**config.mk**
```make
export PLATFORM = sky130hd
export DESIGN_NAME = mult_saxi_wr
export DESIGN_NICKNAME = d
export VERILOG_FILES = /design/src/saxi_wr_pkg.sv /design/src/wfifo_if.sv /design/src/rr_arbiter.sv /design/src/chn_pointers.sv /design/src/burst_gather.sv /design/src/wdata_fifo.sv /design/src/mult_saxi_wr.sv
export VERILOG_INCLUDE_DIRS = /design/src /design/src/src
export SDC_FILE = /design/constraint.sdc
export NUM_CORES = 2
export LEC_CHECK = 0
export BUFFER_PORTS_ARGS = -buffer_cell sky130_fd_sc_hd__buf_2
export CAP_MARGIN = 10
export CORE_MARGIN = 2
export CORE_UTILIZATION = 45
export DETAILED_ROUTE_END_ITERATION = 12
export PLACE_DENSITY_LB_ADDON = 0.25
export SLEW_MARGIN = 15
export SYNTH_ARGS = -nofsm -noshare
export SYNTH_HDL_FRONTEND = slang
export SYNTH_HIERARCHICAL = 1
export SYNTH_SLANG_ARGS = --single-unit
```
**constraint.sdc**
```tcl
create_clock -name aclk -period 5.6 [get_ports aclk]
set_input_delay 0.28 -clock aclk [delete_from_list [all_inputs] [get_ports aclk]]
set_output_delay 0.28 -clock aclk [all_outputs]
set_load 0.1 [all_outputs]
```
**src/saxi_wr_defs.svh**
```systemverilog
// shared sizing macros for the multi-channel AXI write gatherer
// channel count, burst length, output FIFO depth
`ifndef SAXI_WR_DEFS_SVH
`define SAXI_WR_DEFS_SVH

// number of source channels
`define SAXI_NUM_CHN   4

// burst length in 32-bit words, log2 first
`define SAXI_BURST_LOG 4
`define SAXI_BURST_LEN 16

// output FIFO holds 2 ** SAXI_FIFO_LOG words (two bursts)
`define SAXI_FIFO_LOG  5

`endif

```
**src/saxi_wr_pkg.sv**
```systemverilog
// types shared by the AXI write gatherer
// data word, word address, channel number and mask, burst beat,
// FIFO fill level, arbiter FSM states
`include "saxi_wr_defs.svh"

package saxi_wr_pkg;

    typedef logic [31:0]                       word_t;     // one source word
    typedef logic [29:0]                       waddr_t;    // word address, byte addr >> 2
    typedef logic [$clog2(`SAXI_NUM_CHN)-1:0]  chn_t;      // channel number
    typedef logic [`SAXI_NUM_CHN-1:0]          chn_mask_t; // one bit per channel
    typedef logic [`SAXI_BURST_LOG-1:0]        beat_t;     // word index in burst
    typedef logic [`SAXI_FIFO_LOG:0]           fifo_cnt_t; // 0 .. depth inclusive

    // arbiter FSM
    typedef enum logic [1:0] {
        ARB_IDLE,  // nothing outstanding
        ARB_GRANT, // grant pulse cycle
        ARB_WAIT   // previous burst still gathering or AW pending
    } arb_state_t;

endpackage

```
**src/wfifo_if.sv**
```systemverilog
// push side of the tagged write data FIFO
// gatherer drives word, tag and last, FIFO returns free space
`include "saxi_wr_defs.svh"

interface wfifo_if import saxi_wr_pkg::*; ();

    logic      push;  // one word this cycle
    word_t     word;  // source data
    chn_t      chn;   // channel tag, becomes wid
    logic      last;  // final beat of burst, becomes wlast
    fifo_cnt_t free;  // empty entries

    // burst gatherer side
    modport gather_mp (
        output push,
        output word,
        output chn,
        output last,
        input  free
    );

    // FIFO side
    modport fifo_mp (
        input  push,
        input  word,
        input  chn,
        input  last,
        output free
    );

endinterface

```
**src/rr_arbiter.sv**
```systemverilog
// round-robin burst arbiter
// waits for gatherer idle, no AW in flight and a burst worth of FIFO room,
// then grants the next requesting channel after the last winner
`include "saxi_wr_defs.svh"

module rr_arbiter import saxi_wr_pkg::*; (
    input  logic      aclk,
    input  logic      mclk,          // async reset, active high
    input  chn_mask_t req_i,         // has_burst & enable
    input  logic      gather_busy_i,
    input  logic      aw_pending_i,
    input  fifo_cnt_t fifo_free_i,
    output logic      grant_o,       // single cycle
    output chn_t      grant_chn_o,
    output chn_mask_t grant_mask_o   // one-hot read_burst pulse
);

    arb_state_t state_r;
    chn_t       last_chn_r; // previous winner
    chn_t       win_chn;
    logic       win_found;
    logic       path_clear; // downstream can take a burst

    assign path_clear = !gather_busy_i && !aw_pending_i &&
                        (fifo_free_i >= fifo_cnt_t'(`SAXI_BURST_LEN));

    // search starts one past the last winner and wraps via chn_t width
    always_comb begin : search
        chn_t idx;
        win_found = 1'b0;
        win_chn   = last_chn_r;
        for (int i = 1; i <= `SAXI_NUM_CHN; i++) begin
            idx = last_chn_r + chn_t'(i);
            if (!win_found && req_i[idx]) begin
                win_found = 1'b1;
                win_chn   = idx;
            end
        end
    end

    always_ff @(posedge aclk or posedge mclk) begin
        if (mclk) begin
            state_r      <= ARB_IDLE;
            grant_o      <= 1'b0;
            grant_chn_o  <= '0;
            grant_mask_o <= '0;
            last_chn_r   <= chn_t'(`SAXI_NUM_CHN - 1); // first search hits chn 0
        end else begin
            grant_o      <= 1'b0; // pulse only
            grant_mask_o <= '0;
            case (state_r)
                ARB_IDLE, ARB_WAIT: begin
                    if (path_clear && win_found) begin
                        grant_o      <= 1'b1;
                        grant_chn_o  <= win_chn;
                        grant_mask_o <= chn_mask_t'(1) << win_chn;
                        last_chn_r   <= win_chn;
                        state_r      <= ARB_GRANT;
                    end else if (path_clear) begin
                        state_r <= ARB_IDLE; // drained and nobody asking
                    end
                end
                ARB_GRANT: state_r <= ARB_WAIT; // busy/awvalid take over next
                default:   state_r <= ARB_IDLE;
            endcase
        end
    end

    // at most one read pulse per cycle
    a_grant_mask: assert property (@(posedge aclk) disable iff (mclk)
        $onehot0(grant_mask_o));

endmodule

```
**src/chn_pointers.sv**
```systemverilog
// per-channel ring buffer registers and the AXI AW address stage
// start and length written from the config port, word pointer per channel
// advanced one burst per grant, wraps to zero at the region length
`include "saxi_wr_defs.svh"

module chn_pointers import saxi_wr_pkg::*; (
    input  logic   aclk,
    input  logic   mclk,          // async reset, active high
    // configuration
    input  logic   cfg_we_i,
    input  chn_t   cfg_chn_i,
    input  logic   cfg_len_sel_i, // 1: length, 0: start
    input  waddr_t cfg_data_i,    // in words
    // from arbiter
    input  logic   grant_i,
    input  chn_t   grant_chn_i,
    // AXI AW
    input  logic   awready_i,
    output waddr_t awaddr_o,      // word address
    output chn_t   awid_o,
    output logic   awvalid_o      // also aw_pending to arbiter
);

    waddr_t start_r [`SAXI_NUM_CHN]; // region start
    waddr_t len_r   [`SAXI_NUM_CHN]; // region length, multiple of burst
    waddr_t ptr_r   [`SAXI_NUM_CHN]; // offset of next burst
    waddr_t ptr_cur;
    waddr_t ptr_next;
    logic   ptr_wrap;

    assign ptr_cur  = ptr_r[grant_chn_i];
    assign ptr_next = ptr_cur + waddr_t'(`SAXI_BURST_LEN);
    assign ptr_wrap = (ptr_next >= len_r[grant_chn_i]); // end of ring

    // region registers and AW payload
    always_ff @(posedge aclk) begin
        if (cfg_we_i && cfg_len_sel_i) begin
            len_r[cfg_chn_i] <= cfg_data_i;
        end
        if (cfg_we_i && !cfg_len_sel_i) begin
            start_r[cfg_chn_i] <= cfg_data_i;
        end
        if (grant_i) begin
            awaddr_o <= start_r[grant_chn_i] + ptr_cur; // held until awready
            awid_o   <= grant_chn_i;
        end
    end

    always_ff @(posedge aclk or posedge mclk) begin
        if (mclk) begin
            for (int i = 0; i < `SAXI_NUM_CHN; i++) begin
                ptr_r[i] <= '0;
            end
            awvalid_o <= 1'b0;
        end else begin
            if (grant_i) begin
                ptr_r[grant_chn_i] <= ptr_wrap ? '0 : ptr_next;
            end
            if (cfg_we_i) begin
                ptr_r[cfg_chn_i] <= '0; // any cfg write restarts the ring and wins over grant
            end
            if (grant_i) begin
                awvalid_o <= 1'b1; // one cycle after grant
            end else if (awready_i) begin
                awvalid_o <= 1'b0;
            end
        end
    end

    // AW held under back-pressure
    a_aw_stable: assert property (@(posedge aclk) disable iff (mclk)
        awvalid_o && !awready_i |=> awvalid_o && $stable(awaddr_o) && $stable(awid_o));

    // arbiter never grants over an unaccepted address
    a_aw_no_overrun: assert property (@(posedge aclk) disable iff (mclk)
        grant_i |-> !awvalid_o);

endmodule

```
**src/burst_gather.sv**
```systemverilog
// burst gatherer between the sources and the write data FIFO
// latches the granted channel, forwards its next BURST_LEN valid words
// tagged with the channel, marks the final beat as last
`include "saxi_wr_defs.svh"

module burst_gather import saxi_wr_pkg::*; (
    input  logic      aclk,
    input  logic      mclk,                          // async reset, active high
    input  logic      grant_i,                       // same cycle as read_burst
    input  chn_t      grant_chn_i,
    input  word_t     chn_data_i [`SAXI_NUM_CHN],
    input  chn_mask_t chn_valid_i,
    output logic      busy_o,
    wfifo_if.gather_mp fifo
);

    logic  busy_r;    // burst in progress
    chn_t  chn_r;     // channel being gathered
    beat_t beat_r;    // words already pushed
    logic  last_beat;

    assign last_beat = (beat_r == beat_t'(`SAXI_BURST_LEN - 1));

    // source words go straight into the FIFO, no staging
    assign fifo.push = busy_r && chn_valid_i[chn_r];
    assign fifo.word = chn_data_i[chn_r];
    assign fifo.chn  = chn_r;
    assign fifo.last = last_beat;

    assign busy_o = busy_r; // grant cycle held off by the arbiter FSM

    always_ff @(posedge aclk) begin
        if (grant_i) begin
            chn_r <= grant_chn_i;
        end
    end

    always_ff @(posedge aclk or posedge mclk) begin
        if (mclk) begin
            busy_r <= 1'b0;
            beat_r <= '0;
        end else if (grant_i) begin
            busy_r <= 1'b1;
            beat_r <= '0;
        end else if (fifo.push) begin
            beat_r <= beat_r + beat_t'(1); // wraps to 0 after last
            if (last_beat) begin
                busy_r <= 1'b0; // done on the last word
            end
        end
    end

    // arbiter reserved room for the whole burst
    a_push_room: assert property (@(posedge aclk) disable iff (mclk)
        fifo.push |-> (fifo.free != '0));

    // one burst at a time
    a_no_regrant: assert property (@(posedge aclk) disable iff (mclk)
        grant_i |-> !busy_r);

endmodule

```
**src/wdata_fifo.sv**
```systemverilog
// tagged write data FIFO feeding AXI W
// register array with read/write pointers and a fill count,
// pops on the W handshake, reports free space to the gatherer
`include "saxi_wr_defs.svh"

module wdata_fifo import saxi_wr_pkg::*; (
    input  logic    aclk,
    input  logic    mclk,     // async reset, active high
    wfifo_if.fifo_mp fifo,
    // AXI W
    input  logic    wready_i,
    output word_t   wdata_o,
    output chn_t    wid_o,
    output logic    wlast_o,
    output logic    wvalid_o
);

    localparam int DEPTH = 1 << `SAXI_FIFO_LOG;

    typedef logic [`SAXI_FIFO_LOG-1:0] fptr_t; // entry index

    word_t                    data_mem [DEPTH];
    chn_t                     chn_mem  [DEPTH]; // wid tag
    logic                     last_mem [DEPTH]; // wlast tag
    fptr_t                    wr_ptr_r;
    fptr_t                    rd_ptr_r;
    fifo_cnt_t                cnt_r;            // fill level
    logic                     pop;

    assign wvalid_o  = (cnt_r != '0);
    assign pop       = wvalid_o && wready_i; // W handshake
    assign wdata_o   = data_mem[rd_ptr_r];   // head, visible cycle after push
    assign wid_o     = chn_mem[rd_ptr_r];
    assign wlast_o   = last_mem[rd_ptr_r];
    assign fifo.free = fifo_cnt_t'(DEPTH) - cnt_r;

    always_ff @(posedge aclk) begin
        if (fifo.push) begin
            data_mem[wr_ptr_r] <= fifo.word;
            chn_mem[wr_ptr_r]  <= fifo.chn;
            last_mem[wr_ptr_r] <= fifo.last;
        end
    end

    always_ff @(posedge aclk or posedge mclk) begin
        if (mclk) begin
            wr_ptr_r <= '0;
            rd_ptr_r <= '0;
            cnt_r    <= '0;
        end else begin
            if (fifo.push) wr_ptr_r <= wr_ptr_r + fptr_t'(1);
            if (pop)       rd_ptr_r <= rd_ptr_r + fptr_t'(1);
            if (fifo.push && !pop) begin
                cnt_r <= cnt_r + fifo_cnt_t'(1);
            end else if (pop && !fifo.push) begin
                cnt_r <= cnt_r - fifo_cnt_t'(1);
            end
        end
    end

    a_no_overfill: assert property (@(posedge aclk) disable iff (mclk)
        cnt_r <= fifo_cnt_t'(DEPTH));

    // W payload held under back-pressure
    a_w_stable: assert property (@(posedge aclk) disable iff (mclk)
        wvalid_o && !wready_i |=> wvalid_o && $stable(wdata_o) &&
                                  $stable(wid_o) && $stable(wlast_o));

endmodule

```
**src/mult_saxi_wr.sv**
```systemverilog
// top of the four-channel AXI3 write gatherer
// arbiter, ring pointers / AW stage, burst gatherer, W data FIFO,
// source and config ports in plain form, AXI ids widened to 6 bits
`include "saxi_wr_defs.svh"

module mult_saxi_wr import saxi_wr_pkg::*; (
    input  logic        aclk,
    input  logic        mclk,          // async reset, active high
    // sources
    input  chn_mask_t   has_burst_i,   // at least one burst ready
    output chn_mask_t   read_burst_o,  // one pulse per burst
    input  word_t       chn_data0_i,
    input  word_t       chn_data1_i,
    input  word_t       chn_data2_i,
    input  word_t       chn_data3_i,
    input  chn_mask_t   chn_valid_i,   // per-word strobe
    // configuration
    input  logic        cfg_we_i,
    input  chn_t        cfg_chn_i,
    input  logic        cfg_len_sel_i, // length / start select
    input  waddr_t      cfg_data_i,
    input  chn_mask_t   en_chn_i,
    // AXI AW
    output logic [31:0] awaddr_o,      // byte address
    output logic [5:0]  awid_o,
    output logic        awvalid_o,
    input  logic        awready_i,
    // AXI W
    output word_t       wdata_o,
    output logic [5:0]  wid_o,
    output logic        wlast_o,
    output logic        wvalid_o,
    input  logic        wready_i
);

    word_t     chn_data [`SAXI_NUM_CHN];
    chn_mask_t req;
    logic      grant;
    chn_t      grant_chn;
    logic      gather_busy;
    waddr_t    aw_word_addr;
    chn_t      aw_chn;
    logic      aw_valid;  // doubles as aw_pending
    chn_t      w_chn;

    wfifo_if u_wfifo ();

    assign chn_data[0] = chn_data0_i;
    assign chn_data[1] = chn_data1_i;
    assign chn_data[2] = chn_data2_i;
    assign chn_data[3] = chn_data3_i;

    assign req       = has_burst_i & en_chn_i; // disabled channels never requested
    assign awaddr_o  = {aw_word_addr, 2'b00};
    assign awid_o    = {{(6 - $bits(chn_t)){1'b0}}, aw_chn};
    assign wid_o     = {{(6 - $bits(chn_t)){1'b0}}, w_chn};
    assign awvalid_o = aw_valid;

    rr_arbiter u_arb (
        .aclk          (aclk),
        .mclk          (mclk),
        .req_i         (req),
        .gather_busy_i (gather_busy),
        .aw_pending_i  (aw_valid),
        .fifo_free_i   (u_wfifo.free),
        .grant_o       (grant),
        .grant_chn_o   (grant_chn),
        .grant_mask_o  (read_burst_o)
    );

    chn_pointers u_ptrs (
        .aclk          (aclk),
        .mclk          (mclk),
        .cfg_we_i      (cfg_we_i),
        .cfg_chn_i     (cfg_chn_i),
        .cfg_len_sel_i (cfg_len_sel_i),
        .cfg_data_i    (cfg_data_i),
        .grant_i       (grant),
        .grant_chn_i   (grant_chn),
        .awready_i     (awready_i),
        .awaddr_o      (aw_word_addr),
        .awid_o        (aw_chn),
        .awvalid_o     (aw_valid)
    );

    burst_gather u_gather (
        .aclk          (aclk),
        .mclk          (mclk),
        .grant_i       (grant),
        .grant_chn_i   (grant_chn),
        .chn_data_i    (chn_data),
        .chn_valid_i   (chn_valid_i),
        .busy_o        (gather_busy),
        .fifo          (u_wfifo.gather_mp)
    );

    wdata_fifo u_wfifo_mem (
        .aclk          (aclk),
        .mclk          (mclk),
        .fifo          (u_wfifo.fifo_mp),
        .wready_i      (wready_i),
        .wdata_o       (wdata_o),
        .wid_o         (w_chn),
        .wlast_o       (wlast_o),
        .wvalid_o      (wvalid_o)
    );

endmodule

```
==> flow_summary.toml <==
[sta]
fmax_ghz = 0.192
setup_slack_ns = 0.399
period_share_pct = 92.9
rsz0062_at_grt = "no"
skew_ns = 0.0295
worstMarginPinSlew_ns = 1.22
finalSetupViolations = 0
maxSlewViolCount = 0
hold_viol_final = 0
setup_tns_ns = 0
min_period_ns = 5.20
slew_headroom_pct = 18.2

[floorplanning]
core_area_mm2 = 0.139
die_w_um = 378
die_area_mm2 = 0.143
initial_utilization_pct = 45.3
die_h_um = 378
rows = 137
pin_count = 261

[setup_path]
startpoint = "u_arb/grant_chn_o[0]"
critical_path.max_fanout = 25
end_kind = "flip-flop"
crit_buf_inv = 1
cp_slowest_cell = "dfrtp_4"
path_common_cell = "a21o_1"
slowest_delay_ns = 0.66
critical_path.startpoint_type = "flip-flop"
crit_type = "reg -> reg"
r2r_setup_slack_ns = 0.40
worst-endpoint-arrival_ns = 5.87
critPathRequiredTime_ns = 6.27
crit_family = "simple AND/OR/NAND/NOR gates"
rr_startpoint = "u_arb/grant_chn_o[0]"
crit_chain = "mux4_1 > and3_1 > nand2_2 > nor3_2 > and4_4 > xor2_4 > ha_1 > a21o_1 > a21o_1 > a2111oi_0 > o21ai_0 > a21o_1 > nor2_4 > buf_4 > nand3_1 > a21oi_1"

[routing]
wl_per_cell_um = 27.5
routed_wl_um = 157000
drtIter0Drc = 3091
vias = 33439
first_pass_iters = 5
viasPerCell = 5.87
ant_nets = 0
drcViolationCount = 0

[cts]
clockRootBuffer = "clkbuf_16"
clock_sinks = 1546
clk_latency_ns = 0.76
clkSlewWorstSetupHoldPaths_ns = 0.06
cts_tree = "yes"
cts_buffers = 160
cts_buffer_depth = 3
post_cts_buffers = 0
cts_htree_levels = 4

[layout]
nNetsFinal = 3937
drive_gt1_share_pct = 26.0
mostFrequentLayoutCell = "edfxtp_1"
nFillCells = 11171
layout_common_cells = "edfxtp_1, mux4_2, buf_2"
area_growth_pct = 15.0
design_area_mm2 = 0.0725

[placement]
hpwl_um = 91000
place_area_mm2 = 0.0670
gp_congestion = 0.849
dp_slack_ns = 0.281
placement.io_buffers = 250

[yosys]
postSynthAreaPerCell_um2 = 19.0
postSynthCellCount = 3314
synth_area_mm2 = 0.0630
yosys_warnings = 6

[flow_run]
cap_violations = 0

[power]
power.density_mw_per_mm2 = 509
vdd_ir_drop_max_v = 0.000573
p_leak_nw = 25.1

[grt]
grt_antenna_before_repair = 5
grt_pass1_wl_um = 228000
overflow = 0
grt_max_degree = 82
track_usage_pct = 22.0
grt_pass1_vias = 33741

[run_status]
status = "finished, final reports clean"

[worst_hold_path]
hold_class = "in -> async"
==> metrics by stage <==
stage	utilization, %	hold WS (ns)	instances	power (mW)
after floorplan	-	0.0585	3323	23.5
after detailed placement	48.1	0.245	5364	26.8
after global placement	48.1	0.243	5364	26.8
after global routing	52.1	0.0326	5693	38.3
final	52.1	0.0437	5694	36.9
after CTS	52.0	0.00686	5691	37.3
==> report_power, final <==
part           internal (mW)  total [mW]  switching [mW]
clock network           6.00        10.4            4.39
logic                   3.93        12.1            8.19
registers               13.8        14.4           0.590
total                   23.7        36.9            13.2
==> layout make-up <==
cell class,instances,area [um2],share of cell area (%)
flip-flops and latches,1546,45700,63.1
multi-input cells,1531,16400,22.7
clock buffers,207,4310,5.94
repair buffers,382,2630,3.62
well taps,1876,2350,3.24
clock inverters,87,815,1.12
inverters,63,241,0.333
diodes,2,5.00,0.00691
==> path summary, 6_finish.rpt <==
| kind | end | cells after the start |
|---|---|---|
| worst min register to register | u_ptrs/ptr_r[24] | 2 |
| min in group aclk | u_ptrs/ptr_r[93] | 4 |
| worst max-delay path | u_ptrs/ptr_r[65] | 16 |
| worst min-delay path | u_gather/busy_o | 3 |
| max in group asynchronous | u_ptrs/ptr_r[52] | 4 |
| worst max register to register | u_ptrs/ptr_r[65] | 16 |
==> worst min-delay path, stage by stage <==
cell and delay (ns):
dlygate4sd3_1 0.56, buf_2 0.16, inv_1 0.18
==> flip-flops by register name (all words and copies together), names as in the netlist, 2 cells and up <==
signal                flops
u_arb/grant_chn_o         2
u_arb/grant_mask_o        4
u_arb/last_chn_r          2
u_gather/beat_r           4
u_gather/fifo.chn         2
u_ptrs/awaddr_o          30
u_ptrs/awid_o             2
u_ptrs/len_r            120
u_ptrs/ptr_r            120
u_ptrs/start_r          120
u_wfifo_mem/chn_mem      64
u_wfifo_mem/cnt_r         6
u_wfifo_mem/data_mem   1024
u_wfifo_mem/last_mem     32
u_wfifo_mem/rd_ptr_r      5
u_wfifo_mem/wr_ptr_r      5
==> routing by layer <==
| metal | up-vias | part of all wire (%) | global-route usage (%) |
|---|---|---|---|
| met5 | - | 0.032 | 0 |
| met4 | 8 | 1.9 | 5.33 |
| met3 | 212 | 6.0 | 3.52 |
| met2 | 1084 | 51 | 37.6 |
| met1 | 17776 | 41 | 29.5 |
| li1 | 14359 | - | - |
==> repair_timing <==
| action | 4_1_cts | 5_1_grt |
|---|---|---|
| endpoints found under the setup margin | 0 | 39 |
| hold buffers | 33 | 0 |
| endpoints found under the hold margin | 330 | 0 |
| resized for setup | 0 | 1 |
(Power assumes the default switching activity.)
